### src/rs_pkg.sv
package rs_pkg;

	// ----------------------------------------
	// field parameters
	// ----------------------------------------

	// width of one GF(32) element in bits
	localparam int SYM_W = 5;

	// x^5 + x^2 + 1 with the x^5 term dropped, folded back in on every overflow
	localparam logic [SYM_W-1:0] FIELD_POLY = 5'b00101;

	// number of non-zero field elements, which is also the order of alpha
	localparam int FIELD_ORDER = (1 << SYM_W) - 1;

	// twelve check symbols, so up to six symbol errors are correctable
	localparam int MAX_SYN = 12;

	// ----------------------------------------
	// types
	// ----------------------------------------

	// one field element, bit k is the coefficient of alpha^k
	typedef logic [SYM_W-1:0] sym_t;

	// codeword length, legal values are 1 to 31
	typedef logic [4:0] len_t;

	// entry i holds the syndrome evaluated at alpha^(i+1)
	typedef sym_t [MAX_SYN-1:0] syn_vec_t;

	// final report of one codeword
	typedef struct packed {
		logic with_error;
		syn_vec_t syndromes;
	} rs_result_t;

	// ----------------------------------------
	// field arithmetic
	// ----------------------------------------

	// polynomial-basis product, one shift per bit of b
	function automatic sym_t gf_mul(sym_t a, sym_t b);
		sym_t prod;
		sym_t sh;
		prod = '0;
		sh = a;
		for (int i = 0; i < SYM_W; i++)
		begin
			if (b[i])
				prod = prod ^ sh;
			// multiply sh by alpha, reducing when the top bit falls out
			sh = {sh[SYM_W-2:0], 1'b0} ^ (sh[SYM_W-1] ? FIELD_POLY : sym_t'(0));
		end
		return prod;
	endfunction

	// alpha^p for any integer p, the exponent wraps every FIELD_ORDER steps
	function automatic sym_t gf_alpha_pow(int p);
		int e;
		sym_t r;
		e = p % FIELD_ORDER;
		if (e < 0)
			e = e + FIELD_ORDER;
		r = sym_t'(1);
		// fixed trip count keeps this usable in constant expressions
		for (int i = 0; i < FIELD_ORDER; i++)
		begin
			if (i < e)
				r = gf_mul(r, sym_t'(2));
		end
		return r;
	endfunction

endpackage

### src/rs_syn_cell.sv
`timescale 1ns/1ps

// one Horner accumulator, evaluating the received word at alpha^POWER
module rs_syn_cell #(
	parameter int POWER = 1
) (
	input logic clk,
	input logic rst_n,
	input logic load,
	input logic step,
	input rs_pkg::sym_t sym,
	output rs_pkg::sym_t acc
);

	import rs_pkg::*;

	// the multiplier is a fixed field constant, so gf_mul below
	// reduces to a handful of xor gates after synthesis
	localparam sym_t ALPHA_K = gf_alpha_pow(POWER);

	// next value of the accumulator for a later symbol
	sym_t horner;

	// acc * alpha^POWER + sym, addition in GF(2^m) is xor
	always_comb
	begin
		horner = gf_mul(acc, ALPHA_K) ^ sym;
	end

	// the first symbol overwrites whatever the previous codeword left
	always_ff @(posedge clk)
	begin
		if (!rst_n)
		begin
			acc <= '0;
		end
		else if (load)
		begin
			acc <= sym;
		end
		else if (step)
		begin
			acc <= horner;
		end
		// with neither strobe the value holds, which keeps result stable
	end

endmodule

### src/rs_syn_bank.sv
`timescale 1ns/1ps

// row of syndrome accumulators plus the error-detected flag
module rs_syn_bank #(
	// must not exceed rs_pkg::MAX_SYN
	parameter int NUM_SYN = 12
) (
	input logic clk,
	input logic rst_n,
	input logic load,
	input logic step,
	input rs_pkg::sym_t sym,
	output rs_pkg::rs_result_t result
);

	import rs_pkg::*;

	// one accumulator output per syndrome index
	sym_t acc [NUM_SYN];

	// packed view handed to the result, unused entries stay zero
	syn_vec_t syn_vec;

	// ----------------------------------------
	// accumulator row
	// ----------------------------------------

	genvar gi;
	generate
		for (gi = 0; gi < NUM_SYN; gi++)
		begin : g_cell
			// syndrome gi is the received polynomial at alpha^(gi+1)
			rs_syn_cell #(
				.POWER(gi + 1)
			) u_cell (
				.clk(clk),
				.rst_n(rst_n),
				.load(load),
				.step(step),
				.sym(sym),
				.acc(acc[gi])
			);
		end
	endgenerate

	// ----------------------------------------
	// result packing
	// ----------------------------------------

	always_comb
	begin
		syn_vec = '0;
		for (int i = 0; i < NUM_SYN; i++)
		begin
			syn_vec[i] = acc[i];
		end
	end

	// a valid codeword has every syndrome zero,
	// so any set bit anywhere means the word is corrupted
	always_comb
	begin
		result.with_error = |syn_vec;
		result.syndromes = syn_vec;
	end

endmodule

### src/rs_syn_ctrl.sv
`timescale 1ns/1ps

// codeword framing, turns a plain symbol strobe into load, step and done
module rs_syn_ctrl (
	input logic clk,
	input logic rst_n,
	input logic sym_valid,
	input rs_pkg::len_t cw_len,
	output logic load,
	output logic step,
	output logic done
);

	import rs_pkg::*;

	// ----------------------------------------
	// state
	// ----------------------------------------

	// high between the first and the last symbol of a codeword
	logic busy;

	// length captured with the first symbol
	len_t len_q;

	// symbols accepted so far in the current codeword
	len_t cnt;

	// count after the symbol on the input is taken
	len_t cnt_nxt;

	// length to compare against, the live input while idle
	len_t len_cur;

	// the symbol on the input closes the codeword
	logic last;

	// ----------------------------------------
	// strobe decode
	// ----------------------------------------

	// the first symbol of a word is whichever one arrives while idle
	assign load = sym_valid & ~busy;
	assign step = sym_valid & busy;

	always_comb
	begin
		// an idle controller starts counting at one, the first symbol itself
		cnt_nxt = busy ? cnt + len_t'(1) : len_t'(1);
		len_cur = busy ? len_q : cw_len;
		// greater-or-equal also closes a word whose length reads zero
		// after a single symbol instead of running the counter around
		last = sym_valid && (cnt_nxt >= len_cur);
	end

	// ----------------------------------------
	// sequencing
	// ----------------------------------------

	always_ff @(posedge clk)
	begin
		if (!rst_n)
		begin
			busy <= 1'b0;
			len_q <= '0;
			cnt <= '0;
			done <= 1'b0;
		end
		else
		begin
			// one-cycle pulse in the cycle after the last symbol,
			// the accumulators settle at that same edge
			done <= last;

			if (load)
			begin
				len_q <= cw_len;
			end

			if (sym_valid)
			begin
				if (last)
				begin
					// dropping busy here lets the next word's first symbol
					// arrive while done is still high
					busy <= 1'b0;
					cnt <= '0;
				end
				else
				begin
					busy <= 1'b1;
					cnt <= cnt_nxt;
				end
			end
		end
	end

endmodule

### src/rs_syndrome_top.sv
`timescale 1ns/1ps

// syndrome front end of the GF(32) Reed-Solomon decoder
module rs_syndrome_top #(
	// number of syndromes evaluated, at most rs_pkg::MAX_SYN
	parameter int NUM_SYN = 12
) (
	input logic clk,
	input logic rst_n,
	input logic sym_valid,
	input rs_pkg::sym_t sym,
	input rs_pkg::len_t cw_len,
	output logic done,
	output rs_pkg::rs_result_t result
);

	import rs_pkg::*;

	// first symbol of a codeword
	logic load;

	// every later symbol
	logic step;

	// ----------------------------------------
	// framing
	// ----------------------------------------

	rs_syn_ctrl u_ctrl (
		.clk(clk),
		.rst_n(rst_n),
		.sym_valid(sym_valid),
		.cw_len(cw_len),
		.load(load),
		.step(step),
		.done(done)
	);

	// ----------------------------------------
	// syndrome evaluation
	// ----------------------------------------

	// symbols go straight in, the bank updates at the strobe edge
	rs_syn_bank #(
		.NUM_SYN(NUM_SYN)
	) u_bank (
		.clk(clk),
		.rst_n(rst_n),
		.load(load),
		.step(step),
		.sym(sym),
		.result(result)
	);

endmodule

### config.mk
export PLATFORM = sky130hd
export DESIGN_NAME = rs_syndrome_top
export DESIGN_NICKNAME = d
export VERILOG_FILES = /design/src/rs_pkg.sv /design/src/rs_syn_cell.sv /design/src/rs_syn_bank.sv /design/src/rs_syn_ctrl.sv /design/src/rs_syndrome_top.sv
export SDC_FILE = /design/constraint.sdc
export NUM_CORES = 1
export LEC_CHECK = 0
export BUFFER_PORTS_ARGS = -buffer_cell sky130_fd_sc_hd__buf_2
export CAP_MARGIN = 40
export CORE_MARGIN = 4
export CORE_UTILIZATION = 50
export CTS_CLUSTER_DIAMETER = 40
export DETAILED_ROUTE_END_ITERATION = 8
export PLACE_DENSITY = 0.72
export SKIP_LAST_GASP = 1
export SLEW_MARGIN = 20
export SYNTH_ARGS = -nofsm -noshare
export SYNTH_HDL_FRONTEND = slang
export SYNTH_SLANG_ARGS = --single-unit
### constraint.sdc
create_clock -name clk -period 5.86 [get_ports clk]
set_clock_uncertainty 0.15 [all_clocks]
set_input_delay 1.465 -clock clk [delete_from_list [all_inputs] [get_ports clk]]
set_output_delay 1.465 -clock clk [all_outputs]
set_load 0.03 [all_outputs]
==> summary.md <==
| Metric | Value |
|---|---|
| HP Class | `reg2reg` |
| Ys async rst share | `0%` |
| Critical path class | `reg2out` |
| Nets | `between 600 and 700` |
| Critical Path AT | `roughly 2100 ps` |
| Antenna viol nets, final | `0` |
| Endpoints failing hold | `0` |
| Final worst slack | `2120 ps` |
| Core Region | `9280 sq um` |
| Top FF cell, synth | `dfxtp_1` |
| Final non-filler cell total | `753` |
| Port Buf Inserts | `74` |
| Grt total ovfl | `0` |
| Die area | `11200 sq um` |
| Htree depth | `3` |
| Synth cell types | `48` |
| Pin count of the biggest net entering global routing | `65` |
| Net Count, Synth | `609` |
| Post-CTS Resized | `0` |
| Drt first pass iters | `7` |
| Outcome | `finished, final reports clean` |
| Met2 wire length | `6340 microns` |
| Max Cap Viol | `0` |
| Worst-margin pin slew | `846 ps` |
| Crit-path max FO | `8` |
| HPWL Detailed | `9010 microns` |
| WL/cell | `17.7 microns` |
| Remaining DRCs | `0` |
| Mapped Cells | `588` |
| Ports | `75` |
| Rel. slew slack | `43.6%` |
| Starting DRC count in detailed routing | `353` |
| Clk_lat worst skew | `350 ps` |
| Vias per inst | `a little under 6` |
| Post-route cell area | `5330 sq um` |
| First-pass GRT wire length | `21100 microns` |
| Clk sinks | `72` |
| Pre-CTS setup slack | `2410 ps` |
| Site row count | `35` |
| Root buffer cell | `clkbuf_8` |
| Placed instance count | `737` |
| Area growth syn-to-layout | `10.7%` |
| Die H | `between 100 and 150 microns` |
| Gpl congestion | `around 0.85` |
| CTS tree | `done` |
| Synthesis Warnings | `0` |
| Routed met3 length | `908 microns` |
| Highest-count cells in the layout ignoring fill and taps | `nor2_1, buf_2, dfxtp_1, xor2_1, nand2_1` |
| DR vias | `4398` |
| Post-layout power | `1.55 mW` |
| Leakage | `2.26 nW` |
| Final setup viols | `0` |
| Min Hold Slack | `about 350 ps` |
| Seq/Total Area, Yosys | `30.0%` |
| WP data required | `4240 ps` |
| Fin Setup TNS | `0 ps` |
| Post-CTS Repair Setup Buffers | `0` |
| DRT Wirelength | `13300 microns` |
| Post-synth EDFFs | `0` |
| Vias in the first global route | `3968` |
| FF+latch count, synth | `72` |
| Final number of max-transition violations | `0` |
| Uppermost layer routed | `met4` |
| FMAX | `267 MHz` |
| Clk slew on worst S/H paths | `approximately 80 ps` |
| Clk buf depth | `2` |
| Layout cell share with drive strength beyond 1 | `18.4%` |
| Worst vdd ir | `roughly 0.15 mV` |
| Placed cell area | `5090 sq um` |
| Hold Buf Count CTS | `0` |
| RSZ-0062 raised after global routing | `false` |
| CTS buffer count | `9` |
| Initial antenna violation count | `0` |
| Synth Cell Area | `4810 sq um` |
| Metal1 wirelength | `between 5000 and 6000 microns` |
| Final period util | `63.9%` |
| P per Cell Area | `about 290 nW/um^2` |
| Die span in x | `between 100 and 150 microns` |
| Starting Density | `51.8%` |
| Startpoint types | `flop` |
| CP Capture Type | `output port` |
| Total global routing track utilization | `23.2%` |
| Fin util | `57.4%` |
| Antenna Cells | `0` |
| Syn avg cell area | `8.18 sq um` |
| Min Tclk post-route | `3740 ps` |
-- critical path, stage by stage, from the launching register on --
cell and delay [ps]:
dfxtp_1 390, inv_1 110, ha_1 160, nand2_1 50, nor3_1 140, nand4_1 120, or4_1 590, buf_2 210
-- logic make-up after synthesis --
| kind of cell | synth area share [%] |
|---|---|
| buffers and inverters | 7.34 |
| XOR/XNOR | 17.0 |
| AND/OR/NAND/NOR | 16.9 |
| AO/OA/AOI/OAI | 21.4 |
| flip-flops | 30.0 |
| multiplexers | 5.31 |
| adder cells (fa/ha/maj) | 2.08 |
-- synthesized netlist by cell type (all sizes together) (2+ instances only) --
cell type / instances / area share, %
nor2: 74 / 5.8
dfxtp: 72 / 30
xor2: 70 / 13
nand2: 51 / 4.0
buf: 41 / 4.8
o21ai: 39 / 4.1
a211oi: 33 / 5.6
a22o: 21 / 3.9
mux2i: 21 / 4.4
clkbuf: 18 / 1.5
xnor2: 18 / 3.3
a21oi: 14 / 1.5
inv: 14 / 1.1
nand3: 13 / 1.4
nor4: 13 / 1.7
nor2b: 11 / 1.4
a221oi: 10 / 2.0
a222oi: 10 / 2.1
ha: 8 / 2.1
nand2b: 6 / 0.78
and2: 5 / 0.65
mux2: 4 / 0.94
a22oi: 3 / 0.47
nand4: 3 / 0.39
a21o: 2 / 0.31
o211ai: 2 / 0.31
-- metal layers --
layer  GRT usage, %  vias to the layer above
met5              0                        -
met4           6.75                        0
met3           4.61                       18
met2           38.7                      162
met1           30.4                     2105
li1               -                     2113
-- final timing paths --
kind,depth (start not counted),slack (ps),start,end
setup / recovery,7,2120,u_bank.g_cell[10].u_cell.acc[3],result[60]
hold / removal,2,350,u_ctrl.cnt[4],u_ctrl.cnt[4]
setup reg to reg,7,2700,u_ctrl.busy,u_ctrl.cnt[0]
hold reg to reg,2,350,u_ctrl.cnt[4],u_ctrl.cnt[4]
-- power by group --
part           internal [mW]  switching, mW
combinational          0.187          0.277
sequential             0.532         0.0927
clock                  0.264          0.197
total                  0.984          0.567
-- flip-flops by register name, indices dropped and copies added (netlist names) --
name	cells
u_bank.g_cell.u_cell.acc	60
u_ctrl.cnt	5
u_ctrl.len_q	5
u_ctrl.busy	1
u_ctrl.done	1
-- layout make-up --
class	count	area, sq um
tap	129	161
clock buffer	12	155
fill	884	3960
clock inverter	4	76.3
sequential	72	1440
inverter	14	52.6
multi-input combinational	443	3010
timing repair buffer	79	423
(Power assumes the default switching activity.)
